**src/ids_macros.svh**
```systemverilog
`ifndef IDS_MACROS_SVH
`define IDS_MACROS_SVH

// Clocking and UART bit timing
`define IDS_CLOCK_FREQ      1_843_200
`define IDS_BAUD_RATE       115_200
`define IDS_CLKS_PER_BIT    (`IDS_CLOCK_FREQ / `IDS_BAUD_RATE)

// SRAM windows
`define IDS_IMEM_BASE       32'h4000_0000
`define IDS_DMEM_BASE       32'h4001_0000
`define IDS_BUF_BASE        32'h4002_0000

// Depths in 32-bit words
`define IDS_IMEM_DEPTH      1024
`define IDS_DMEM_DEPTH      1024
`define IDS_BUF_DEPTH       8192

// UART registers
`define IDS_UART_CTRL       32'h8000_0000
`define IDS_UART_TRANS      32'h8000_0008

// SPI frame layout
`define IDS_SPI_CMD_BITS    8
`define IDS_SPI_ADDR_BITS   32
`define IDS_SPI_DATA_BITS   32

`endif

```
**src/ids_pkg.sv**
```systemverilog
package ids_pkg;

    // Byte address on the internal bus
    typedef logic [31:0] bus_addr_t;

    // One bus data word
    typedef logic [31:0] bus_data_t;

    // Byte enables, bit n covers bits 8n+7..8n
    typedef logic [3:0] bus_strb_t;

    // Access targets
    typedef enum logic [2:0] {
        SEL_IMEM,
        SEL_DMEM,
        SEL_BUF,
        SEL_UART,
        SEL_NONE
    } slave_sel_t;

endpackage

```
**src/uart_regs.sv**
```systemverilog
`timescale 1ns/1ns
`include "ids_macros.svh"

module uart_regs (
    input  logic                i_clk,
    input  logic                i_rst_n,
    input  logic                i_stb,
    input  logic                i_we,
    input  ids_pkg::bus_addr_t  i_addr,
    input  ids_pkg::bus_data_t  i_wdata,
    output ids_pkg::bus_data_t  o_rdata,
    // Transmitter side
    input  logic                i_tx_busy,
    output logic                o_tx_start,
    output logic [7:0]          o_tx_byte
);
    import ids_pkg::*;

    logic      uart_en;
    logic      tx_accept;
    bus_data_t ctrl_word;

    // Busy in bit 1, enable in bit 0
    assign ctrl_word = {30'd0, i_tx_busy, uart_en};

    // Byte is dropped when disabled or a frame is still going
    assign tx_accept = i_stb && i_we && (i_addr == `IDS_UART_TRANS)
                       && uart_en && !i_tx_busy && !o_tx_start;

    always_ff @(posedge i_clk) begin
        if (!i_rst_n) begin
            uart_en    <= 1'b0;
            o_tx_start <= 1'b0;
        end else begin
            o_tx_start <= tx_accept;
            if (i_stb && i_we && i_addr == `IDS_UART_CTRL) begin
                uart_en <= i_wdata[0];
            end
        end
    end

    always_ff @(posedge i_clk) begin
        if (tx_accept) begin
            o_tx_byte <= i_wdata[7:0];
        end
        if (i_stb && !i_we) begin
            o_rdata <= (i_addr == `IDS_UART_CTRL) ? ctrl_word : '0;
        end
    end

endmodule

```
**config.mk**
```make
export PLATFORM = sky130hd
export DESIGN_NAME = uart_regs
export DESIGN_NICKNAME = d
export VERILOG_FILES = /design/src/ids_pkg.sv /design/src/uart_regs.sv
export VERILOG_INCLUDE_DIRS = /design/src /design/src/src
export SDC_FILE = /design/constraint.sdc
export NUM_CORES = 1
export LEC_CHECK = 0
export BUFFER_PORTS_ARGS = -buffer_cell sky130_fd_sc_hd__buf_2
export CAP_MARGIN = 0
export CORE_UTILIZATION = 32
export DETAILED_ROUTE_END_ITERATION = 10
export HOLD_SLACK_MARGIN = 0.08
export PLACE_DENSITY_LB_ADDON = 0.08
export SLEW_MARGIN = 30
export SYNTH_ARGS = -nofsm -noshare
export SYNTH_HDL_FRONTEND = slang
export SYNTH_SLANG_ARGS = --single-unit
```
**constraint.sdc**
```tcl
create_clock -name i_clk -period 2.8 [get_ports i_clk]
set_input_delay 0.56 -clock i_clk [delete_from_list [all_inputs] [get_ports i_clk]]
set_output_delay 0.56 -clock i_clk [all_outputs]
set_load 0.02 [all_outputs]
```
==> summary by stage <==
Routing
The remaining number of nets flagged by the antenna check after routing is 0. In the detailed route, the total length drawn on met3 is 154 µm. In the routed layout, each cell is associated on average with a via count of 3.95. The detail-routed net length per standard cell is 8.23 µm. The initial detailed-routing violation count is 4.

The uppermost signal routing layer after detailed routing is met3. The routed length on met2 is 651 µm. After detailed routing, the number of remaining DRC violations is 0.

The count of TritonRoute iterations in the first routing pass is 4. The length of routed wiring on met1 is 436 µm. Across all layers, the routed design uses 596 vias. The total wirelength of the detailed-routed design is 1240 µm.

Pwr
Across the VDD grid, the largest voltage drop is 176 µV. The standby leakage power is 0.480 nW. The sum of internal, switching and leakage power is 0.370 mW. For this design the ratio of total power to cell area is 377 nW/µm².

Global routing
The first global-routing pass estimated 1890 µm of wire. Entering global routing, the biggest net connects 9 pins. The number of antenna violations at the first check in global routing is 0. The total overflow left after global routing is 0. The total global routing track utilization is 9.60%. The via count of the first global-routing pass came to 509.

CTS
Clock-pin slew was measured on the worst setup and hold paths at 70 ps. The number of buffers on the longest clock path is 2. Clock tree synthesis selected as its root buffer the cell sky130_fd_sc_hd__clkbuf_4. The number of clock buffers added by TritonCTS is 3. The count of clock tree sinks is 12. TritonCTS built the clock tree. In this run the post-CTS setup repair buffer count came out at 0. In this run the number of H-tree levels came out at 1. The later pin in the worst-skew pair is clocked with a latency of 260 ps. The number of hold buffers added after CTS was 0. Post-CTS repair changed the size of 0 cells.

Critical path
The required time at the endpoint of the critical path is 2720 ps. Walking the worst path, the cells encountered are buf_2 > nor4_1 > nand4_2 > nor2_1 > and3_1. STA classifies the critical path startpoint as an input pin. The arrival time at the worst endpoint is 1720 ps. The worst setup path is captured at a flip-flop. The start-to-end type of the worst setup path is input pin to flip-flop. The maximum fanout along the worst path is 8. The launching element of the worst setup path is i_addr[18]. The largest single stage delay on the critical path is 400 ps. Among all stages on the critical path, the largest delay is contributed by sky130_fd_sc_hd__and3_1. The worst register-to-register path has a depth of 2.

The worst register-to-register path begins at o_tx_start.

Logic synthesis
The multiplexer area fraction after synthesis is 1.31%. In this run, synthesis produced a sequential element count of 12. Averaged over all synthesized cells, the footprint is 11.6 µm². Summing the areas of all xor and xnor instances in the mapped netlist gives 0% of the synthesized area. Counting every instance in the synthesized netlist gives 66.

The dominant combinational cell family by area after synthesis is buffers and inverters. After synthesis, the cell types taking the most area are sky130_fd_sc_hd__edfxtp_1 (39%), sky130_fd_sc_hd__buf_4 (29%), sky130_fd_sc_hd__nor4_2 (11%). The synthesized netlist devotes 0% of its cell area to adder and majority cells. Of all cell types, the one taking the most synthesized area is sky130_fd_sc_hd__edfxtp_1.

Synthesis instantiated 19 different standard cells from the library. The Yosys warning count is 0. The complex-gate fraction of the synthesized area is 0%.

The area fraction of the dominant cell type after synthesis is 39.3%. Of the synthesized area, sequential elements account for 44.5%. The post-synthesis instance area is 764 µm². Summing the areas of all and, or, nand and nor instances in the mapped netlist gives 24.2% of the synthesized area.

Min path
The min-delay analysis places its worst path in the category flip-flop to flip-flop. The worst hold path begins at uart_en. The worst hold path depth is 2.

Layout
The final layout contains 194 nets. The register area is 340 µm². The repair_antennas step left the layout with diodes totalling 0. The post-route netlist has 53.7% of its cells at a drive strength greater than 1.

The fill cell instance count of the final layout is 222. The filler-free cell count of the finished design is 151. The area occupied by multi-input gates is 308 µm².

The fraction of the core area covered by cells at the end of the flow is 43.9%. The synthesis-to-layout area growth is 28.3%.

Placement
The placed wire-length estimate is 1140 µm. The setup slack after placement is 695 ps. The number of port buffers is 55. The number of cells in the design after placement is 148. Routability-driven placement finished with a final weighted congestion of 0.638.

STA
The routed design could run at a clock period as short as 1800 ps. Setup repair after global routing left no endpoint under its margin. Setup violations remaining at the end of the flow were counted as 0. Setup slack on the critical path of the routed design comes to 999 ps. The max-slew violation count came to 0. The worst clock skew is 5.22 ps. The share of the cycle needed by the critical path after routing is 64.3%. Summed over all failing endpoints, the final setup total negative slack is 0 ps. The highest attainable clock frequency is 0.555 GHz. The number of hold violations in the final report came to 0.

Floorplan
The boundary pin count is 110. The placeable core region is 2230 µm². The die area is 2590 µm². The initial utilization of the core area, before any placement, comes to 34.2%.

The count of standard-cell rows is 17. The floorplan step set the die width to 50.9 µm. The die height is 50.9 µm.

Job
The tool flagged a number of max-cap violations equal to 0.

Run status
The run finished with clean final reports.
metrics by stage:
step                hold slack [ps]  instance area [µm²]
floorplan                       438                  873
detailed placement              467                  958
CTS                             465                  981
global placement                457                  958
finish                          468                  981
global route                    461                  981
area by class of cell:
type	instances	share of cell area [%]
sequential	12	34.7
timing repair buffer	55	28.1
clock buffer	3	2.30
multi-input combinational	53	31.4
tap	28	3.57
logic make-up after synthesis:
logic type | after synthesis
other | 1
muxes | 1
and+or+nand+nor | 22
buffers and inverters | 30
DFF | 12
final timing paths:
check                      end  slack (ps)
hold / removal         uart_en         470
setup reg to reg  o_tx_byte[6]        1560
setup / recovery  o_tx_byte[6]        1000
hold reg to reg        uart_en         470
worst max-delay path: cells and delay by family:
kind	cells	cell delay, ps
buffers and inverters	1	100
AND/OR/NAND/NOR	4	1070
cells in the final DEF (no fill, tap or decap), types with 2 or more instances in the layout:
cell                       Yosys  final
sky130_fd_sc_hd__buf_2         0     55
sky130_fd_sc_hd__conb_1        1     30
sky130_fd_sc_hd__edfxtp_1     10     10
sky130_fd_sc_hd__nor4_2        7      7
sky130_fd_sc_hd__nand2_1       3      3
sky130_fd_sc_hd__clkbuf_4      0      3
sky130_fd_sc_hd__dfxtp_1       2      2
cells in the mapped netlist:
cell type,instances
sky130_fd_sc_hd__and2_1,1
sky130_fd_sc_hd__and3_1,1
sky130_fd_sc_hd__and3b_1,1
sky130_fd_sc_hd__and4_1,1
sky130_fd_sc_hd__buf_4,30
sky130_fd_sc_hd__conb_1,1
sky130_fd_sc_hd__dfxtp_1,2
sky130_fd_sc_hd__edfxtp_1,10
sky130_fd_sc_hd__mux2i_1,1
sky130_fd_sc_hd__nand2_1,3
sky130_fd_sc_hd__nand4_1,1
sky130_fd_sc_hd__nand4_2,1
sky130_fd_sc_hd__nor2_1,1
sky130_fd_sc_hd__nor2b_1,1
sky130_fd_sc_hd__nor3_1,1
sky130_fd_sc_hd__nor3b_1,1
sky130_fd_sc_hd__nor4_1,1
sky130_fd_sc_hd__nor4_2,7
sky130_fd_sc_hd__nor4b_1,1
report_power, final:
group	switching, mW	total (mW)	internal [mW]
combinational	0.0529	0.0791	0.0261
sequential	0.000268	0.195	0.194
clock	0.0464	0.0959	0.0495
total	0.0996	0.370	0.270
flip-flops by register name (all words and copies together), names as in the netlist:
register    cells
uart_en         1
o_tx_start      1
o_tx_byte       8
o_rdata         2
layer usage:
layer	vias up	global-route usage (%)
li1	292	-
met1	257	10.0
met2	47	18.4
met3	0	1.79
met4	0	4.17
met5	-	0
Power figures use the tool's default switching activity.
