$ cat src/ids_macros.svh
`ifndef IDS_MACROS_SVH
`define IDS_MACROS_SVH

// Clocking and UART bit timing
`define IDS_CLOCK_FREQ      1_843_200
`define IDS_BAUD_RATE       115_200
`define IDS_CLKS_PER_BIT    (`IDS_CLOCK_FREQ / `IDS_BAUD_RATE)

// SRAM windows
`define IDS_IMEM_BASE       32'h4000_0000
`define IDS_DMEM_BASE       32'h4001_0000
`define IDS_BUF_BASE        32'h4002_0000

// Depths in 32-bit words
`define IDS_IMEM_DEPTH      1024
`define IDS_DMEM_DEPTH      1024
`define IDS_BUF_DEPTH       8192

// UART registers
`define IDS_UART_CTRL       32'h8000_0000
`define IDS_UART_TRANS      32'h8000_0008

// SPI frame layout
`define IDS_SPI_CMD_BITS    8
`define IDS_SPI_ADDR_BITS   32
`define IDS_SPI_DATA_BITS   32

`endif

$ cat src/ids_pkg.sv
package ids_pkg;

    // Byte address on the internal bus
    typedef logic [31:0] bus_addr_t;

    // One bus data word
    typedef logic [31:0] bus_data_t;

    // Byte enables, bit n covers bits 8n+7..8n
    typedef logic [3:0] bus_strb_t;

    // Access targets
    typedef enum logic [2:0] {
        SEL_IMEM,
        SEL_DMEM,
        SEL_BUF,
        SEL_UART,
        SEL_NONE
    } slave_sel_t;

endpackage

$ cat src/bus_decoder.sv
`timescale 1ns/1ns
`include "ids_macros.svh"

module bus_decoder (
    input  logic                i_clk,
    input  logic                i_rst_n,
    input  logic                i_bus_stb,
    input  ids_pkg::bus_addr_t  i_bus_addr,
    input  ids_pkg::bus_data_t  i_imem_rdata,
    input  ids_pkg::bus_data_t  i_dmem_rdata,
    input  ids_pkg::bus_data_t  i_buf_rdata,
    input  ids_pkg::bus_data_t  i_uart_rdata,
    output logic                o_imem_stb,
    output logic                o_dmem_stb,
    output logic                o_buf_stb,
    output logic                o_uart_stb,
    output ids_pkg::bus_data_t  o_rdata
);
    import ids_pkg::*;

    // Window ends, one past the last byte
    localparam bus_addr_t IMEM_END = `IDS_IMEM_BASE + 4 * `IDS_IMEM_DEPTH;
    localparam bus_addr_t DMEM_END = `IDS_DMEM_BASE + 4 * `IDS_DMEM_DEPTH;
    localparam bus_addr_t BUF_END  = `IDS_BUF_BASE + 4 * `IDS_BUF_DEPTH;

    slave_sel_t sel;
    slave_sel_t sel_q;

    always_comb begin
        if (i_bus_addr >= `IDS_IMEM_BASE && i_bus_addr < IMEM_END) begin
            sel = SEL_IMEM;
        end else if (i_bus_addr >= `IDS_DMEM_BASE && i_bus_addr < DMEM_END) begin
            sel = SEL_DMEM;
        end else if (i_bus_addr >= `IDS_BUF_BASE && i_bus_addr < BUF_END) begin
            sel = SEL_BUF;
        end else if (i_bus_addr == `IDS_UART_CTRL || i_bus_addr == `IDS_UART_TRANS) begin
            sel = SEL_UART;
        end else begin
            sel = SEL_NONE;
        end
    end

    assign o_imem_stb = i_bus_stb && (sel == SEL_IMEM);
    assign o_dmem_stb = i_bus_stb && (sel == SEL_DMEM);
    assign o_buf_stb  = i_bus_stb && (sel == SEL_BUF);
    assign o_uart_stb = i_bus_stb && (sel == SEL_UART);

    // Target of the last access, steers the return mux
    always_ff @(posedge i_clk) begin
        if (!i_rst_n) begin
            sel_q <= SEL_NONE;
        end else if (i_bus_stb) begin
            sel_q <= sel;
        end
    end

    always_comb begin
        case (sel_q)
            SEL_IMEM: o_rdata = i_imem_rdata;
            SEL_DMEM: o_rdata = i_dmem_rdata;
            SEL_BUF:  o_rdata = i_buf_rdata;
            SEL_UART: o_rdata = i_uart_rdata;
            default:  o_rdata = '0;
        endcase
    end

endmodule

$ cat config.mk
export PLATFORM = sky130hd
export DESIGN_NAME = bus_decoder
export DESIGN_NICKNAME = d
export VERILOG_FILES = /design/src/ids_pkg.sv /design/src/bus_decoder.sv
export VERILOG_INCLUDE_DIRS = /design/src /design/src/src
export SDC_FILE = /design/constraint.sdc
export NUM_CORES = 1
export LEC_CHECK = 0
export BUFFER_PORTS_ARGS = -buffer_cell sky130_fd_sc_hd__buf_2
export CORE_AREA = 2 2 78 80
export CTS_CLUSTER_SIZE = 24
export DETAILED_ROUTE_END_ITERATION = 8
export DIE_AREA = 0 0 80 82
export PLACE_DENSITY = 0.66
export SYNTH_ARGS = -nofsm -noshare
export SYNTH_HDL_FRONTEND = slang
export SYNTH_SLANG_ARGS = --single-unit
$ cat constraint.sdc
create_clock -name i_clk -period 2.3 [get_ports i_clk]
set_input_delay 0.46 -clock i_clk [delete_from_list [all_inputs] [get_ports i_clk]]
set_output_delay 0.46 -clock i_clk [all_outputs]
set_load 0.005 [all_outputs]
==> results.yml, run 1 <==
grt:
  grt_pass1_wl_um: 7290
  grt_pass1_vias: 1723
  overflow: 0
  groute.usage.overall: 0.136
  antenna_found_initial: 0
  grt_max_degree: 18
yosys:
  synthArstFlopShare: 0
  synth.top_cells.by_area: "a22oi_1 49%, nand2_1 14%, dfxtp_1 6.2%"
  syn_avg_cell_area_um2: 6.35
  synth_common_cells: "64 x a22oi_1, 37 x nand2_1, 13 x clkbuf_1, 6 x nor2_1"
  yosysMostFrequentCell: "a22oi_1"
  synthesis.area_um2: 971
  synthesis.nets: 316
  yosys.area.top_type_share: 0.495
  synth_seq_cells: 3
  synthCells: 153
  synth_edf_count: 0
  ys_types: 25
  synth_flop_cell: "dfxtp_1"
  yosysTopAreaCell: "a22oi_1"
  yosys_warnings: 0
  ys_seq_area_frac: 0.0619
setup_path:
  path_cells: "buf_6 > or4_4 > nor4_4 > nand2_1 > o21ai_2 > nor2_1 > buf_2"
  crit_path_end_kind: "output port"
  start_kind: "input port"
  critical-path-top-delay-family: "simple AND/OR/NAND/NOR gates"
  path_buf_inv: 2
  slowest_delay_ns: 0.55
  critPathMaxFanout: 3
  path_class: "in2out"
  critPathRequiredTime_ns: 1.84
  slowest_stage: "or4_4"
  arrival_ns: 1.86
flow_run:
  drv_cap: 0
finish:
  largest_reg_flops: 3
  layout.cells.non_filler: 429
  final_layout_size_suffix_gt1_frac: 0.627
  area_growth_pct: 125
  fin_area_mm2: 0.00218
  nets: 518
  regMostFlops: "sel_q"
  antenna_cells: 0
  reg_top3: "sel_q x3"
outcome:
  status: "complete, but fails checks"
  violations: "negative setup slack"
power_and_ir_drop:
  p_leak_nw: 1.28
  max-vdd-ir-drop_mv: 0.188
  report.power.total_uw: 409
  cellPowerDensity_mw_per_mm2: 188
clock_tree:
  cts_hold_buf: 0
  numCtsBuffers: 3
  clock_path_buffers: 2
  ctsRootBufferMaster: "clkbuf_8"
  insertion_delay_ns: 0.21
  clk_pin_slew_ns: 0.03
  tritoncts: "yes"
  clock_sinks: 3
  htree_levels: 1
floorplanning:
  io_pins: 199
  fp.dieW_um: 80
  rows: 28
  fp.dieH_um: 82
  initial_utilization: 0.169
  die-area_mm2: 0.00656
  placeableCoreArea_mm2: 0.00575
placement:
  portBuffers: 197
  dp.cells: 424
  place_hpwl_um: 4330
  pre_cts_ws_ns: -0.0665
  gp_congestion: 0.699
  placed_cell_area_mm2: 0.00211
drt:
  vias: 1999
  routed_wl_um: 5240
  postRouteAntennaNets: 0
  dr.first_iter.drc_count: 85
  drcViolationCount: 0
  dr.pass1.iters: 4
  viasPerCell: 4.66
  wl_per_cell_um: 12.2
sta:
  finalCritPeriodShare: 1.01
  final.min_clock_period_ns: 2.32
  finalSetupViolCount: 4
  skew_ns: 0
  worst_slack_ns: -0.0160
  tightestPinTransition_ns: 0.289
  slew_headroom: 0.805
  drv_slew: 0
  fmax_mhz: 432
  hold_viol: 0
  grt_setup_unrepaired: "yes"
hold_path:
  min_path_type: "in2reg"
final timing paths:
path	startpoint	end	slack [ns]	cells past startpoint
min reg2reg	sel_q[0]	sel_q[0]	0.53	2
max reg2reg	sel_q[1]	sel_q[1]	1.33	3
min	i_rst_n	sel_q[0]	0.52	3
max	i_bus_addr[22]	o_uart_stb	-0.02	7
cell type report:
type,count,area [um^2]
Fill cell,645,3560
Timing Repair Buffer,210,1100
Multi-Input combinational cell,134,875
Tap cell,75,93.8
Sequential cell,3,60.1
Clock buffer,4,45.0
Inverter,3,11.3
worst reg2reg max path: stages, from the launching register on:
cell      delay, ns
dfxtp_1        0.40
nand2_1        0.10
and2_1         0.16
a221oi_1       0.23
repair_timing:
action,4_1_cts,5_1_grt
pin swaps,4,2
setup endpoints to repair,4,4
buffers inserted,0,1
resized for setup,3,1
logic make-up (layout without fill, tap and decap cells):
logic type             after synthesis  in the layout  synth area share
buffers and inverters               16            217            0.0619
and+or+nand+nor                     64             64             0.335
DFF                                  3              3            0.0619
AOI/OAI and AO/OA                   70             70             0.541
layer usage:
metal / track usage / vias to the layer above / share of wire
li1: - / 1011 / -
met1: 0.139 / 882 / 0.37
met2: 0.283 / 106 / 0.53
met3: 0.0374 / 0 / 0.10
met4: 0.00678 / 0 / 0
met5: 0 / - / 0
where the power goes:
part	leakage, nW	total [mW]	internal (mW)	switching [mW]
logic	1.24	0.202	0.129	0.0731
registers	0.0244	0.0546	0.0533	0.00128
clock network	0.0228	0.153	0.118	0.0345
total	1.28	0.409	0.300	0.109
per-stage QoR:
stage,util,hold WS (ns),setup TNS (ns)
finish,0.380,0.517,-0.0506
detailed placement,0.367,0.527,-0.195
floorplan,-,0.467,0
global placement,0.367,0.512,-0.126
global route,0.380,0.525,-0.314
CTS,0.377,0.515,-0.0768
cells in the final DEF (no fill, tap or decap):
cell      Yosys  final
buf_2         0    195
a22oi_1      64     64
nand2_1      37     37
buf_4         0     13
nor2_1        6      6
inv_1         3      3
nor4_1        3      3
clkbuf_8      0      3
dfxtp_1       3      3
nor3b_2       0      2
or4_4         2      2
or4_1         2      2
o21ai_2       1      2
nand3b_1      2      2
nor3_1        3      2
buf_6         0      2
and3b_1       1      1
nor3_2        0      1
nor4_4        1      1
nand2b_1      1      1
nand3_2       0      1
nor4b_1       1      1
and2_1        1      1
a221oi_1      1      1
o211ai_1      1      1
a21oi_1       1      1
nor2b_1       1      1
a311o_1       1      1
clkbuf_1     13      1
(Power assumes the default switching activity.)
==> run 2, diff against run 1 <==
--- a/config.mk
+++ b/config.mk
@@ -7,11 +7,12 @@
 export NUM_CORES = 1
 export LEC_CHECK = 0
 export BUFFER_PORTS_ARGS = -buffer_cell sky130_fd_sc_hd__buf_2
-export CORE_AREA = 2 2 78 80
+export CORE_AREA = 3 3 77 79
 export CTS_CLUSTER_SIZE = 24
 export DETAILED_ROUTE_END_ITERATION = 8
 export DIE_AREA = 0 0 80 82
-export PLACE_DENSITY = 0.66
+export PLACE_DENSITY = 0.73
+export SLEW_MARGIN = 15
 export SYNTH_ARGS = -nofsm -noshare
 export SYNTH_HDL_FRONTEND = slang
 export SYNTH_SLANG_ARGS = --single-unit
==> results.yml, run 2 (same netlist as run 1, synthesis figures left out) <==
clock_tree:
  tritoncts: "yes"
  clock_path_buffers: 2
  cts_hold_buf: 0
  htree_levels: 1
  insertion_delay_ns: 0.21
  clk_pin_slew_ns: 0.03
  ctsRootBufferMaster: "clkbuf_8"
  clock_sinks: 3
  numCtsBuffers: 3
outcome:
  status: "complete, but fails checks"
  violations: "negative setup slack"
setup_path:
  reg2reg_slack_ns: 1.31
  path_class: "in2out"
  slowest_stage: "or4_4"
  critical-path-top-delay-family: "simple AND/OR/NAND/NOR gates"
  critPathMaxFanout: 3
  arrival_ns: 1.88
  slowest_delay_ns: 0.54
  crit_path_end_kind: "output port"
  path_cells: "buf_6 > or4_4 > nor4_4 > nand2_1 > o21ai_2 > nor2_1 > buf_2"
  critPathRequiredTime_ns: 1.84
  path_buf_inv: 2
  start_kind: "input port"
placement:
  pre_cts_ws_ns: -0.0969
  place_hpwl_um: 4570
  portBuffers: 197
  gp_congestion: 0.716
floorplanning:
  initial_utilization: 0.180
  rows: 27
  placeableCoreArea_mm2: 0.00541
  io_pins: 199
  die-area_mm2: 0.00656
  fp.dieW_um: 80
  fp.dieH_um: 82
drt:
  dr.pass1.iters: 5
  drcViolationCount: 0
  dr.first_iter.drc_count: 69
  routed_wl_um: 5760
  viasPerCell: 4.80
  postRouteAntennaNets: 0
  vias: 2075
  wl_per_cell_um: 13.3
grt:
  overflow: 0
  antenna_found_initial: 0
  grt_pass1_wl_um: 7840
  grt_max_degree: 20
  grt_pass1_vias: 1764
  groute.usage.overall: 0.146
finish:
  area_growth_pct: 131
  largest_reg_flops: 3
  ff_latch_area_um2: 60.1
  antenna_cells: 0
  final_cell_mix: "195 x buf_2, 64 x a22oi_1, 36 x nand2_1"
  regMostFlops: "sel_q"
  nets: 524
  reg_top3: "sel_q x3"
  fin_util: 0.414
  layout_commonest_cell: "buf_2"
  num-fill-cells: 578
  final_layout_size_suffix_gt1_frac: 0.642
  multi_input_comb_area_um2: 892
sta:
  worst_slack_ns: -0.0376
  slew_headroom: 0.750
  drv_slew: 0
  hold_ws_ns: 0.520
  hold_viol: 0
  skew_ns: 0
  finalCritPeriodShare: 1.02
  tightestPinTransition_ns: 0.372
  grt_setup_unrepaired: "yes"
  finalSetupViolCount: 4
  final.min_clock_period_ns: 2.34
  fmax_mhz: 428
power_and_ir_drop:
  cellPowerDensity_mw_per_mm2: 188
  report.power.total_uw: 421
  intPower_uw: 308
  p_leak_nw: 1.31
  pwr-share-clk: 0.360
  p_comb_frac: 0.510
  max-vdd-ir-drop_mv: 0.327
  p_switching_uw: 113
  switching_share: 0.268
  seqPwrFrac: 0.130
hold_path:
  min_path_type: "in2reg"
flow_run:
  drv_cap: 0
## run 2: changes by cell type in the layout (fill, tap and decap cells not counted)
cell	change
nand2_1	-1
a221oi_1	-1
nand2_2	+1
nand3_4	+1
and3b_2	+1
a221oi_2	+1
buf_4	+6
and3b_1	-1
nand3_2	-1
## run 2: metal layers
layer,up-vias,track usage,wire (um)
met3,4,0.0252,550
met5,-,0,0
met1,925,0.175,2210
met2,122,0.280,2970
li1,1024,-,-
met4,0,0.0101,19
## run 2: path summary, 6_finish.rpt
kind,startpoint,end,cells after the start
hold reg to reg,sel_q[0],sel_q[0],2
setup / recovery,i_bus_addr[26],o_buf_stb,7
setup reg to reg,sel_q[1],sel_q[1],3
hold / removal,i_rst_n,sel_q[0],3
## run 2: per-stage QoR
stage	std cells	area, um^2	TNS (ns)
2_1_floorplan	153	971	0
4_1_cts	431	2210	-0.0666
3_3_place_gp	420	2100	-0.169
5_1_grt	432	2240	-0.463
6_report	432	2240	-0.109
3_5_place_dp	420	2100	-0.186
## run 2: layout make-up
class | count | share of cell area
Tap cell | 72 | 0.0402
Sequential cell | 3 | 0.0268
Timing Repair Buffer | 216 | 0.509
Inverter | 3 | 0.00503
Clock buffer | 4 | 0.0201
Multi-Input combinational cell | 134 | 0.398
## run 2: what timing repair did
item | 4_1_cts | 5_1_grt
resized for setup | 4 | 4
pin swaps | 6 | 6
setup buffers | 7 | 1
cloned | 0 | 0
endpoints found under the setup margin | 11 | 5
## run 2: tightest hold or removal path, stage by stage
cell and delay [ns]:
buf_2 0.07, inv_1 0.05, a21oi_1 0.10
## run 2: power by group through the flow
stage,Combinational (mW),Clock (mW),Sequential (mW)
after floorplan,0.0403,0,0.0547
after global placement,0.197,0,0.0553
after detailed placement,0.202,0,0.0554
after CTS,0.212,0.155,0.0547
after global routing,0.238,0.161,0.0548
final,0.215,0.151,0.0547
==> run 3, diff against run 2 <==
==> constraint.sdc (replaced) <==
create_clock -name i_clk -period 2.3 [get_ports i_clk]
set_input_delay 0.46 -clock i_clk [delete_from_list [all_inputs] [get_ports i_clk]]
set_output_delay 0.46 -clock i_clk [all_outputs]
set_load 0.05 [all_outputs]
==> results.yml, run 3 (same netlist as run 1, synthesis figures left out) <==
power_and_ir_drop:
  cellPowerDensity_mw_per_mm2: 209
  seqPwrFrac: 0.115
  pwr-share-clk: 0.320
  max-vdd-ir-drop_mv: 0.188
  p_leak_nw: 1.30
  switching_share: 0.366
  intPower_uw: 302
  p_comb_frac: 0.565
  report.power.total_uw: 476
  p_switching_uw: 174
finish:
  antenna_cells: 0
  area_growth_pct: 135
  final_layout_size_suffix_gt1_frac: 0.641
  nets: 521
  regMostFlops: "sel_q"
  layout.cells.non_filler: 429
  num-fill-cells: 571
  largest_reg_flops: 3
  reg_top3: "sel_q x3"
  layout_commonest_cell: "buf_2"
  final_cell_mix: "191 x buf_2, 64 x a22oi_1, 37 x nand2_1"
clock_tree:
  tritoncts: "yes"
  insertion_delay_ns: 0.21
  clk_pin_slew_ns: 0.03
  numCtsBuffers: 3
  htree_levels: 1
  ctsRootBufferMaster: "clkbuf_8"
  clock_sinks: 3
  clock_path_buffers: 2
sta:
  hold_ws_ns: 0.505
  worst_slack_ns: -0.139
  drv_slew: 0
  fmax_mhz: 410
  finalCritPeriodShare: 1.06
  tightestPinTransition_ns: 0.292
  grt_setup_unrepaired: "yes"
  skew_ns: 0
  final.min_clock_period_ns: 2.44
  hold_viol: 0
  finalSetupViolCount: 4
  slew_headroom: 0.804
drt:
  maxUsedRoutingLayer: "met3"
  dr.first_iter.drc_count: 45
  wl_met1_um: 2150
  wl_met2_um: 3020
  dr.pass1.iters: 4
  postRouteAntennaNets: 0
  routed_wl_um: 5720
  vias: 2054
  wl_per_cell_um: 13.3
  drcViolationCount: 0
  wl_met3_um: 550
  viasPerCell: 4.79
grt:
  grt_pass1_vias: 1713
  groute.usage.overall: 0.142
  antenna_found_initial: 0
  grt_pass1_wl_um: 7590
  grt_max_degree: 23
  overflow: 0
floorplanning:
  fp.dieH_um: 82
  io_pins: 199
  rows: 27
  initial_utilization: 0.180
  fp.dieW_um: 80
  placeableCoreArea_mm2: 0.00541
  die-area_mm2: 0.00656
hold_path:
  min_path_type: "in2reg"
  min_path_cells: 3
flow_run:
  drv_cap: 0
setup_path:
  crit_path_end_kind: "output port"
  start_kind: "input port"
  arrival_ns: 1.98
  critPathRequiredTime_ns: 1.84
  path_class: "in2out"
  critPathMaxFanout: 3
  worst_r2r_path_depth: 3
placement:
  dp.cells: 422
  gp_congestion: 0.711
  portBuffers: 197
  pre_cts_ws_ns: -0.253
  place_hpwl_um: 4620
outcome:
  status: "complete, but fails checks"
  violations: "negative setup slack"
[run 3: cell type report]
cell class              count  area [um^2]  area share
clock buffers               4         45.0      0.0198
inverters                   3         11.3     0.00495
multi-input cells         134          920       0.404
flip-flops and latches      3         60.1      0.0264
well taps                  72         90.1      0.0396
repair buffers            213         1150       0.505
[run 3: final timing paths]
path	from	endpoint	slack, ns
hold reg to reg	sel_q[0]	sel_q[0]	0.53
hold / removal	i_rst_n	sel_q[0]	0.51
setup reg to reg	sel_q[1]	sel_q[1]	1.27
setup / recovery	i_bus_addr[26]	o_uart_stb	-0.14
[run 3: worst max-delay path, cell delays in order]
cell and delay, ns:
buf_6 0.09, or4_4 0.54, nor4_4 0.32, nand2_1 0.13
o21ai_4 0.22, nor2_4 0.07, buf_8 0.15
[run 3: through the flow]
| step | TNS [ns] | util | cell area [um^2] |
|---|---|---|---|
| after detailed placement | -0.881 | 0.399 | 2160 |
| final | -0.455 | 0.421 | 2280 |
| after floorplan | -0.0321 | - | 1020 |
| after CTS | -0.502 | 0.417 | 2250 |
| after global routing | -0.635 | 0.421 | 2280 |
| after global placement | -0.871 | 0.399 | 2160 |
[run 3: power groups by stage]
stage / logic, mW / clock network [mW] / registers [mW]
global placement: 0.262 / 0 / 0.0552
floorplan: 0.103 / 0 / 0.0547
global route: 0.291 / 0.161 / 0.0548
CTS: 0.267 / 0.156 / 0.0547
detailed placement: 0.266 / 0 / 0.0554
finish: 0.269 / 0.152 / 0.0548
[run 3: routing by layer]
metal	vias up	global-route usage
met5	-	0
met4	0	0.0220
met3	0	0.0230
met2	112	0.267
met1	924	0.170
li1	1018	-
[run 3: repair_timing]
action / CTS / global route
setup buffers: 2 / 1
pin swaps: 6 / 6
hold buffers: 0 / 0
resized for setup: 10 / 3
setup endpoints to repair: 4 / 4
