`config.mk`:
```
export PLATFORM = sky130hd
export DESIGN_NAME = uart_tx
export DESIGN_NICKNAME = d
export VERILOG_FILES = /design/src/ids_macros.svh /design/src/uart_tx.sv
export SDC_FILE = /design/constraint.sdc
export NUM_CORES = 1
export LEC_CHECK = 0
export BUFFER_PORTS_ARGS = -buffer_cell sky130_fd_sc_hd__buf_2
export CORE_ASPECT_RATIO = 1.1
export CORE_MARGIN = 10
export CORE_UTILIZATION = 45
export CTS_CLUSTER_DIAMETER = 100
export CTS_CLUSTER_SIZE = 20
export DETAILED_ROUTE_END_ITERATION = 10
export GPL_ROUTABILITY_DRIVEN = 0
export PLACE_DENSITY = 0.71
export SYNTH_ARGS = -nofsm -noshare
export SYNTH_HDL_FRONTEND = slang
export SYNTH_SLANG_ARGS = --single-unit
```
`constraint.sdc`:
```
create_clock -name i_clk -period 1.91 [get_ports i_clk]
set_input_delay 0.0955 -clock i_clk [delete_from_list [all_inputs] [get_ports i_clk]]
set_output_delay 0.0955 -clock i_clk [all_outputs]
set_load 0.05 [all_outputs]
```
`src/ids_macros.svh`:
```
`ifndef IDS_MACROS_SVH
`define IDS_MACROS_SVH

// Clocking and UART bit timing
`define IDS_CLOCK_FREQ      1_843_200
`define IDS_BAUD_RATE       115_200
`define IDS_CLKS_PER_BIT    (`IDS_CLOCK_FREQ / `IDS_BAUD_RATE)

// SRAM windows
`define IDS_IMEM_BASE       32'h4000_0000
`define IDS_DMEM_BASE       32'h4001_0000
`define IDS_BUF_BASE        32'h4002_0000

// Depths in 32-bit words
`define IDS_IMEM_DEPTH      1024
`define IDS_DMEM_DEPTH      1024
`define IDS_BUF_DEPTH       8192

// UART registers
`define IDS_UART_CTRL       32'h8000_0000
`define IDS_UART_TRANS      32'h8000_0008

// SPI frame layout
`define IDS_SPI_CMD_BITS    8
`define IDS_SPI_ADDR_BITS   32
`define IDS_SPI_DATA_BITS   32

`endif

```
`src/uart_tx.sv`:
```
`timescale 1ns/1ns

module uart_tx #(
    parameter int CLKS_PER_BIT = 16
) (
    input  logic        i_clk,
    input  logic        i_rst_n,
    input  logic        i_tx_start,
    input  logic [7:0]  i_tx_byte,
    output logic        o_serial_tx,
    output logic        o_tx_busy
);

    localparam int CW = $clog2(CLKS_PER_BIT + 1);
    localparam logic [CW-1:0] BIT_LAST = CW'(CLKS_PER_BIT - 1);

    logic [CW-1:0] clk_cnt;
    logic [3:0]    bit_idx;
    logic [9:0]    tx_shift;

    // Ones shift in behind the frame, so the line idles high
    always_ff @(posedge i_clk) begin
        if (!i_rst_n) begin
            o_tx_busy <= 1'b0;
            clk_cnt   <= '0;
            bit_idx   <= '0;
            tx_shift  <= '1;
        end else if (!o_tx_busy) begin
            if (i_tx_start) begin
                // Stop, data LSB first, start
                tx_shift  <= {1'b1, i_tx_byte, 1'b0};
                o_tx_busy <= 1'b1;
                clk_cnt   <= '0;
                bit_idx   <= '0;
            end
        end else if (clk_cnt == BIT_LAST) begin
            clk_cnt  <= '0;
            tx_shift <= {1'b1, tx_shift[9:1]};
            if (bit_idx == 4'd9) begin
                o_tx_busy <= 1'b0;
            end else begin
                bit_idx <= bit_idx + 4'd1;
            end
        end else begin
            clk_cnt <= clk_cnt + 1'b1;
        end
    end

    assign o_serial_tx = tx_shift[0];

endmodule

```
==> key figures, run 1 <==
Synthesis
  – Synth warn: 0
  – Mapped Area: 985 um2
  – Fraction of the yosys area taken by sequential cells: 0.386
  – Post-synthesis register bit count: 19
  – Post-synth cell types: 36
  – Cells after Synth: 104
  – Syn avg cell area: 9.47 um2
  – Syn_nets: 118

Layout
  – Synth-to-Final Area Change: 11.4%
  – Most common cell after layout, fill and taps aside: dfxtp_1
  – Final nets: 132
  – Fillers: 209
  – Commonest cells after routing, fill and taps aside: dfxtp_1 (19), mux2i_1 (14), buf_2 (12), a22oi_1 (7), a21oi_1 (6)
  – Multi-input logic area: 554 um2
  – Share of layout cells above drive strength 1: 0.162
  – FF+latch area: 380 um2
  – Antenna cells: 0

CTS
  – CTS Buf Count: 3
  – Worst-Skew Late Latency: 290 ps
  – Setup repair bufs after CTS: 0
  – Clock Path Buffers: 2
  – Worst-path clk slew: 110 ps
  – Root buffer cell: clkbuf_4
  – CTS tree: done
  – Clock Sinks: 19
  – Cts repair resizes: 0
  – Cts hold-fix bufs: 0
  – H-Tree Depth: 1

Placed design
  – IO buf count: 12
  – DP Worst Slack: 331 ps
  – DPL Wire Length: 1.55 mm

Pwr
  – Peak VDD IR: 0.000533 V
  – PwrDens: 651 nW/um2
  – Leakage power: 0.481 nW

Critical path
  – FF-to-FF Start: bit_idx[1]
  – Reg2reg path depth: 5
  – Crit. End Element: flip-flop
  – Reg2reg setup slack: 300 ps
  – Crit path kind: reg2reg
  – CP Launch Point: bit_idx[1]
  – Crit Path Max Fanout: 6
  – WP data arrival: 1830 ps
  – RR Endpoint: bit_idx[0]
  – Critical Path RT: 2130 ps
  – Worst setup path endpoint: bit_idx[0]
  – CP Launch Type: flip-flop

STA
  – Fin crit period: 1610 ps
  – Fmax: 620 MHz
  – Clock Skew: 3.68 ps
  – Least-Margin Pin Slew: 476 ps
  – Slew HR: 0.681
  – Setup violators final: 0
  – RSZ-0062 raised after global routing: false
  – Period utilization: 0.844
  – Hold Vio Cnt, Final: 0
  – Max-slew violation count: 0
  – Setup TNS: 0 ps
  – Setup WS post-layout: 298 ps

Die
  – Ports: 13
  – Core area: 2040 um2
  – Full die area: 4460 um2
  – Starting density of the core: 0.482
  – Die height: 69.1 um
  – Die W: 64.6 um
  – Std-Cell Rows: 17

Global routing
  – Initial antenna violation count: 0
  – GRT overflow: 0
  – First-pass GRT wire length: 3.71 mm
  – Number of global-route vias before repair: 874
  – Gr usage total: 0.0968
  – Largest net degree at the start of global routing: 14

Route
  – Vias per cell: 5.86
  – Drt pass-1 iters: 4
  – Via count: 849
  – Post-route ant nets: 0
  – Final WL: 2.10 mm
  – Routed len/inst: 14.5 um
  – Drt first-iter violations: 23
  – Drt drc: 0

Hold path
  – Hold Crit Class: in2reg

Flow run
  – Max_cap viols: 0

Run status
  – Outcome: finished, final reports clean
[metal layers]
| layer | routed length, um | GRT usage |
|---|---|---|
| met4 | 0 | 0.0283 |
| met1 | 939 | 0.118 |
| met3 | 86 | 0.0274 |
| met5 | 0 | 0 |
| met2 | 1080 | 0.159 |
[area by class of cell]
| type | instances | share of cell area |
|---|---|---|
| clock buffer | 4 | 0.0239 |
| inverter | 5 | 0.0171 |
| multi-input combinational | 74 | 0.505 |
| sequential | 19 | 0.347 |
| tap | 28 | 0.0319 |
| timing repair buffer | 15 | 0.0753 |
[worst max-delay path: stages (launching register included)]
cell,delay (ps)
dfxtp_1,430
inv_1,80
ha_1,210
and4b_1,240
or4_1,410
a31oi_1,170
[cell families (layout without fill, tap and decap cells)]
group           count (synthesis)  in the layout  synth area share
compound gates                 26             26             0.183
buf+inv                        11             24            0.0508
mux                            14             14             0.142
fa+ha+maj                       3              3            0.0381
flops                          19             19             0.386
simple gates                   31             31             0.199
[worst min path at each step]
stage / slack [ps] / from / cells after the start / end
6_report: 20 / i_rst_n / 2 / tx_shift[8]
5_1_grt: 40 / i_rst_n / 2 / tx_shift[8]
4_1_cts: 30 / i_rst_n / 2 / tx_shift[8]
3_5_place_dp: 330 / i_rst_n / 2 / tx_shift[8]
3_3_place_gp: 330 / i_rst_n / 2 / tx_shift[8]
2_1_floorplan: 180 / i_rst_n / 1 / tx_shift[0]
[power by group]
part | switching [mW] | internal, mW
sequential | 0.0139 | 0.413
combinational | 0.0503 | 0.0355
clock | 0.121 | 0.0811
[stage by stage]
stage	area [um2]	power, mW	cells	util	hold slack (ps)
floorplan	985	0.493	104	-	175
global placement	1070	0.519	141	0.525	327
detailed placement	1070	0.522	141	0.525	335
CTS	1100	0.717	145	0.537	26.8
global route	1100	0.746	145	0.537	35.5
finish	1100	0.714	145	0.537	21.3
[synth_stat cells]
cell type | number | area share
nor3b_1 | 1 | 0.0076
nand4_1 | 1 | 0.0064
and2_1 | 1 | 0.0064
nand4b_1 | 2 | 0.018
a2bb2oi_1 | 1 | 0.0089
o311ai_1 | 2 | 0.018
a211o_1 | 1 | 0.0089
dfxtp_1 | 19 | 0.39
nor2b_1 | 2 | 0.013
mux2i_1 | 14 | 0.14
and4_1 | 1 | 0.0089
nor2_1 | 4 | 0.015
or3b_1 | 1 | 0.0089
a211oi_1 | 1 | 0.0076
and3_1 | 1 | 0.0064
clkbuf_1 | 4 | 0.015
o221ai_1 | 1 | 0.0089
o211ai_1 | 1 | 0.0076
o211a_1 | 1 | 0.010
a22oi_1 | 7 | 0.053
nand2_1 | 4 | 0.015
nand2b_1 | 2 | 0.013
o21ai_1 | 2 | 0.010
inv_1 | 4 | 0.015
or4_1 | 3 | 0.023
nand3b_1 | 2 | 0.015
nor3_1 | 2 | 0.010
clkinv_1 | 1 | 0.0038
a31oi_1 | 3 | 0.019
buf_6 | 1 | 0.011
nand3_1 | 2 | 0.010
a21oi_1 | 6 | 0.030
nand4_2 | 1 | 0.013
ha_1 | 3 | 0.038
buf_2 | 1 | 0.0051
and4b_1 | 1 | 0.010
[registers in the layout (all words and copies together), names as in the netlist]
register,cells
bit_idx,4
clk_cnt,5
tx_shift,9
o_tx_busy,1
(Power assumes the default switching activity.)
==> run 2, diff against run 1 <==
--- a/config.mk
+++ b/config.mk
@@ -5,6 +5,7 @@
 export SDC_FILE = /design/constraint.sdc
 export NUM_CORES = 1
 export LEC_CHECK = 0
+export ABC_AREA = 1
 export BUFFER_PORTS_ARGS = -buffer_cell sky130_fd_sc_hd__buf_2
 export CORE_ASPECT_RATIO = 1.1
 export CORE_MARGIN = 10
==> constraint.sdc (replaced) <==
create_clock -name i_clk -period 1.5 [get_ports i_clk]
set_input_delay 0.075 -clock i_clk [delete_from_list [all_inputs] [get_ports i_clk]]
set_output_delay 0.075 -clock i_clk [all_outputs]
set_load 0.05 [all_outputs]
==> key figures, run 2 <==
Run status
  – Outcome: finished, final reports clean

Layout
  – Max reg flops: 9
  – Synth-to-Final Area Change: 18.3%
  – Antenna cells: 0
  – Most common cell after layout, fill and taps aside: nand2_1
  – Final nets: 176
  – Multi-input logic area: 529 um2
  – Largest registers: tx_shift (9), clk_cnt (5), bit_idx (4)
  – FF+latch area: 384 um2
  – Share of layout cells above drive strength 1: 0.242
  – Commonest cells after routing, fill and taps aside: nand2_1 (54), nand3_1 (16), dfxtp_1 (16), buf_2 (12), inv_1 (11)
  – Fillers: 201
  – Final cell count without fillers: 189
  – Biggest register: tx_shift

Synthesis
  – Syn_nets: 155
  – Most common library cells after synthesis: nand2_1 (54), dfxtp_1 (19), nand3_1 (16), inv_1 (12), nor2_1 (9)
  – Fraction of the yosys area taken by sequential cells: 0.392
  – Async S/R FF share, synth: 0
  – Prevailing post-synth register cell: dfxtp_1
  – Synth warn: 0
  – Synth top area share: 0.392
  – Post-synthesis register bit count: 19
  – Count leader, synth: nand2_1
  – Cells after Synth: 141
  – Number of flops mapped to enable cells by yosys: 0
  – Post-synth cell types: 24
  – Cell taking the most area after synthesis: dfxtp_1
  – Syn avg cell area: 6.89 um2
  – Mapped Area: 971 um2
  – Top post-synthesis cells by area: dfxtp_1 (39%), nand2_1 (21%), nand3_1 (8.2%)

Die
  – Starting density of the core: 0.475
  – Ports: 13
  – Std-Cell Rows: 17
  – Core area: 2040 um2
  – Full die area: 4420 um2
  – Die W: 64.3 um
  – Die height: 68.7 um

Route
  – Routed len/inst: 11.3 um
  – Drt drc: 0
  – Final WL: 2.14 mm
  – Drt pass-1 iters: 4
  – Post-route ant nets: 0
  – Drt first-iter violations: 23
  – Via count: 946
  – Vias per cell: 5.01

STA
  – Setup WS post-layout: 127 ps
  – Setup TNS: 0 ps
  – Period utilization: 0.916
  – Setup violators final: 0
  – Max-slew violation count: 0
  – Least-Margin Pin Slew: 278 ps
  – Hold_ws: 20.0 ps
  – Slew HR: 0.815
  – Fin crit period: 1370 ps
  – Fmax: 728 MHz
  – Hold Vio Cnt, Final: 0
  – Clock Skew: 0.606 ps

Placed design
  – Placed Cells: 179
  – DP Worst Slack: 94.0 ps
  – IO buf count: 12
  – DPL Wire Length: 1.55 mm

CTS
  – Clock Sinks: 19
  – CTS Buf Count: 3
  – CTS tree: done
  – Clock Path Buffers: 2
  – Worst-path clk slew: 110 ps
  – Worst-Skew Late Latency: 300 ps
  – Root buffer cell: clkbuf_4
  – H-Tree Depth: 1

Critical path
  – Worst-path cell chain: ha_2 > nand2_1 > inv_1 > nand3_4 > nand2_8 > clkinvlp_4 > nand2_1 > nand3_1
  – Cell repeated most along the worst path: nand2_1
  – WP buf/inv: 2
  – Slowest cell on the critical path: dfxtp_2
  – WP data arrival: 1560 ps
  – Largest delay contributor family on the critical path: simple AND/OR/NAND/NOR gates
  – Critical Path RT: 1690 ps
  – CP Launch Type: flip-flop
  – Crit path kind: reg2reg
  – Crit. End Element: flip-flop
  – Crit Path Max Fanout: 8
  – Critical path's largest stage delay: 370 ps

Global routing
  – Largest net degree at the start of global routing: 17
  – First-pass GRT wire length: 3.39 mm
  – Number of global-route vias before repair: 843
  – Gr usage total: 0.0947
  – GRT overflow: 0
  – Initial antenna violation count: 0

Pwr
  – Peak VDD IR: 0.000443 V
  – Total power draw: 0.989 mW
  – PwrDens: 861 nW/um2
  – Leakage power: 0.554 nW

Hold path
  – Hold Crit Class: in2reg

Flow run
  – Max_cap viols: 0
==> run 2: timing repair <==
| action | 4_1_cts | 5_1_grt |
|---|---|---|
| endpoints found under the setup margin | 0 | 9 |
| hold buffers | 0 | 0 |
| gates resized for setup | 0 | 7 |
| buffers inserted | 0 | 5 |
| endpoints found under the hold margin | 0 | 0 |
==> run 2: area by class of cell <==
cell class              instances  area share
well taps                      28      0.0305
repair buffers                 19      0.0980
clock buffers                   3      0.0196
flip-flops and latches         19       0.334
inverters                      15      0.0523
clock inverters                 1     0.00436
multi-input cells             104       0.461
==> run 2: report_power, final <==
group | switching, mW | leakage (nW) | internal (mW)
registers | 0.0232 | 0.157 | 0.534
logic | 0.102 | 0.379 | 0.0665
clock network | 0.163 | 0.0177 | 0.0994
==> run 2: cells by family (layout without fill, tap and decap cells) <==
logic type,count (synthesis),after routing,share of synthesized area
AND/OR/NAND/NOR,88,89,0.402
flip-flops,19,19,0.392
buffers and inverters,19,38,0.0941
AO/OA/AOI/OAI,11,11,0.0644
adder cells (fa/ha/maj),3,3,0.0387
XOR/XNOR,1,1,0.00902
==> run 2: final timing paths <==
path	endpoint	startpoint	slack [ps]	cells after the start
setup / recovery	tx_shift[6]	clk_cnt[0]	130	8
setup reg to reg	tx_shift[6]	clk_cnt[0]	130	8
hold reg to reg	tx_shift[2]	tx_shift[2]	480	2
hold / removal	tx_shift[8]	i_tx_byte[7]	20	3
==> run 2: metal layers <==
| layer | wire, um | GRT usage | up-vias |
|---|---|---|---|
| met1 | 1000 | 0.112 | 428 |
| met3 | 103 | 0.0290 | 4 |
| met4 | 25 | 0.0481 | 0 |
| li1 | - | - | 487 |
| met5 | 0 | 0 | - |
| met2 | 1000 | 0.154 | 27 |
==> run 2: stage by stage <==
step,cell area (um2),utilization
after global routing,1150,0.563
after detailed placement,1050,0.512
after floorplan,971,-
final,1150,0.563
after global placement,1050,0.512
after CTS,1070,0.526
==> run 2: worst reg2reg max path: cells and delay by family (launching register included) <==
family	cells	cell delay, ps
adder cells (fa/ha/maj)	1	190
buffers and inverters	2	250
flip-flops	1	370
AND/OR/NAND/NOR	5	460
==> run 3, diff against run 2 <==
--- a/config.mk
+++ b/config.mk
@@ -15,6 +15,7 @@
 export DETAILED_ROUTE_END_ITERATION = 10
 export GPL_ROUTABILITY_DRIVEN = 0
 export PLACE_DENSITY = 0.71
+export REMOVE_ABC_BUFFERS = 1
 export SYNTH_ARGS = -nofsm -noshare
 export SYNTH_HDL_FRONTEND = slang
 export SYNTH_SLANG_ARGS = --single-unit
==> key figures, run 3 (same netlist as run 2, synthesis figures left out) <==
Run status
  – Outcome: finished, final reports clean

Die
  – Ports: 13
  – Core area: 2040 um2
  – Std-Cell Rows: 17
  – Die W: 64.3 um
  – Die height: 68.7 um
  – Full die area: 4420 um2
  – Starting density of the core: 0.475

Route
  – Vias per cell: 4.82
  – Final WL: 2.09 mm
  – Drt drc: 0
  – Via count: 902
  – Drt first-iter violations: 43
  – Routed len/inst: 11.2 um
  – Post-route ant nets: 0
  – Drt pass-1 iters: 4

Layout
  – Largest registers: tx_shift (9), clk_cnt (5), bit_idx (4)
  – Synth-to-Final Area Change: 13.9%
  – Fillers: 214
  – Final nets: 174
  – Max reg flops: 9
  – Commonest cells after routing, fill and taps aside: nand2_1 (54), dfxtp_1 (18), nand3_1 (16), inv_1 (12), buf_2 (12)
  – Antenna cells: 0
  – Most common cell after layout, fill and taps aside: nand2_1
  – Biggest register: tx_shift
  – Share of layout cells above drive strength 1: 0.195

STA
  – Fin crit period: 1400 ps
  – Hold_ws: 73.7 ps
  – Least-Margin Pin Slew: 279 ps
  – Max-slew violation count: 0
  – Fmax: 713 MHz
  – Setup violators final: 0
  – Clock Skew: 6.21 ps
  – Hold Vio Cnt, Final: 0
  – Setup TNS: 0 ps
  – Slew HR: 0.814
  – Period utilization: 0.935

Critical path
  – WP data arrival: 1600 ps
  – Critical Path RT: 1700 ps
  – Crit Path Max Fanout: 9
  – Slowest cell on the critical path: dfxtp_1
  – Worst-path cell chain: ha_1 > nand2_1 > inv_1 > nand3_2 > nand2_4 > buf_4 > nand2_1 > nor2_1 > nor2_1
  – Critical path's largest stage delay: 390 ps
  – Crit path kind: reg2reg
  – CP Launch Type: flip-flop
  – Crit. End Element: flip-flop

Hold path
  – Hold Crit Class: in2reg

CTS
  – CTS tree: done
  – CTS Buf Count: 3
  – H-Tree Depth: 1
  – Worst-path clk slew: 110 ps
  – Root buffer cell: clkbuf_4
  – Worst-Skew Late Latency: 290 ps
  – Clock Sinks: 19
  – Clock Path Buffers: 2

Global routing
  – Number of global-route vias before repair: 835
  – GRT overflow: 0
  – First-pass GRT wire length: 3.46 mm
  – Largest net degree at the start of global routing: 17
  – Initial antenna violation count: 0
  – Gr usage total: 0.0963

Flow run
  – Max_cap viols: 0

Placed design
  – DPL Wire Length: 1.53 mm
  – IO buf count: 12

Pwr
  – Leakage power: 0.544 nW
  – Peak VDD IR: 0.000519 V
  – PwrDens: 885 nW/um2
[run 3: power by group]
part	total [mW]	internal [mW]	switching, mW
Combinational	0.159	0.0633	0.0953
Clock	0.262	0.103	0.159
Sequential	0.558	0.534	0.0244
[run 3: worst max-delay path: cells and delay by family, from the launching register on]
family	cells	cell delay [ps]
adders and majority gates	1	210
buffers and inverters	2	210
DFF	1	390
and+or+nand+nor	6	510
[run 3: worst paths after layout]
| kind | from | end | slack (ps) | cells after the start |
|---|---|---|---|---|
| max | clk_cnt[0] | bit_idx[3] | 100 | 9 |
| min | i_tx_byte[5] | tx_shift[6] | 70 | 5 |
| max reg2reg | clk_cnt[0] | bit_idx[3] | 100 | 9 |
| min reg2reg | tx_shift[0] | tx_shift[0] | 480 | 2 |
[run 3: layer usage]
layer / GRT usage / wire length, um / part of all wire / up-vias
met2: 0.174 / 1040 / 0.50 / 14
met5: 0 / 0 / 0 / -
met1: 0.104 / 968 / 0.46 / 404
met4: 0.0374 / 9 / 0.0043 / 0
li1: - / - / - / 482
met3: 0.0306 / 77 / 0.037 / 2
[run 3: timing repair]
item	CTS	global route
gates resized for setup	0	1
hold endpoints to repair	1	0
endpoints found under the setup margin	0	10
hold buffers	1	0
buffers inserted	0	3
[run 3: final cells by class]
type	count	area (um2)	area share
well taps	28	35.0	0.0317
clock buffers	4	26.3	0.0238
inverters	15	56.3	0.0509
multi-input cells	103	499	0.451
repair buffers	18	108	0.0973
flip-flops and latches	19	382	0.345
[run 3: through the flow]
stage / area, um2 / power (mW) / utilization / cells / worst slack (ps)
global route: 1110 / 1.04 / 0.542 / 187 / -29.2
detailed placement: 1050 / 0.718 / 0.512 / 179 / 80.3
global placement: 1050 / 0.714 / 0.512 / 179 / 124
finish: 1110 / 0.979 / 0.542 / 187 / 98.1
CTS: 1080 / 0.980 / 0.530 / 184 / 49.3
floorplan: 936 / 0.666 / - / 137 / -147
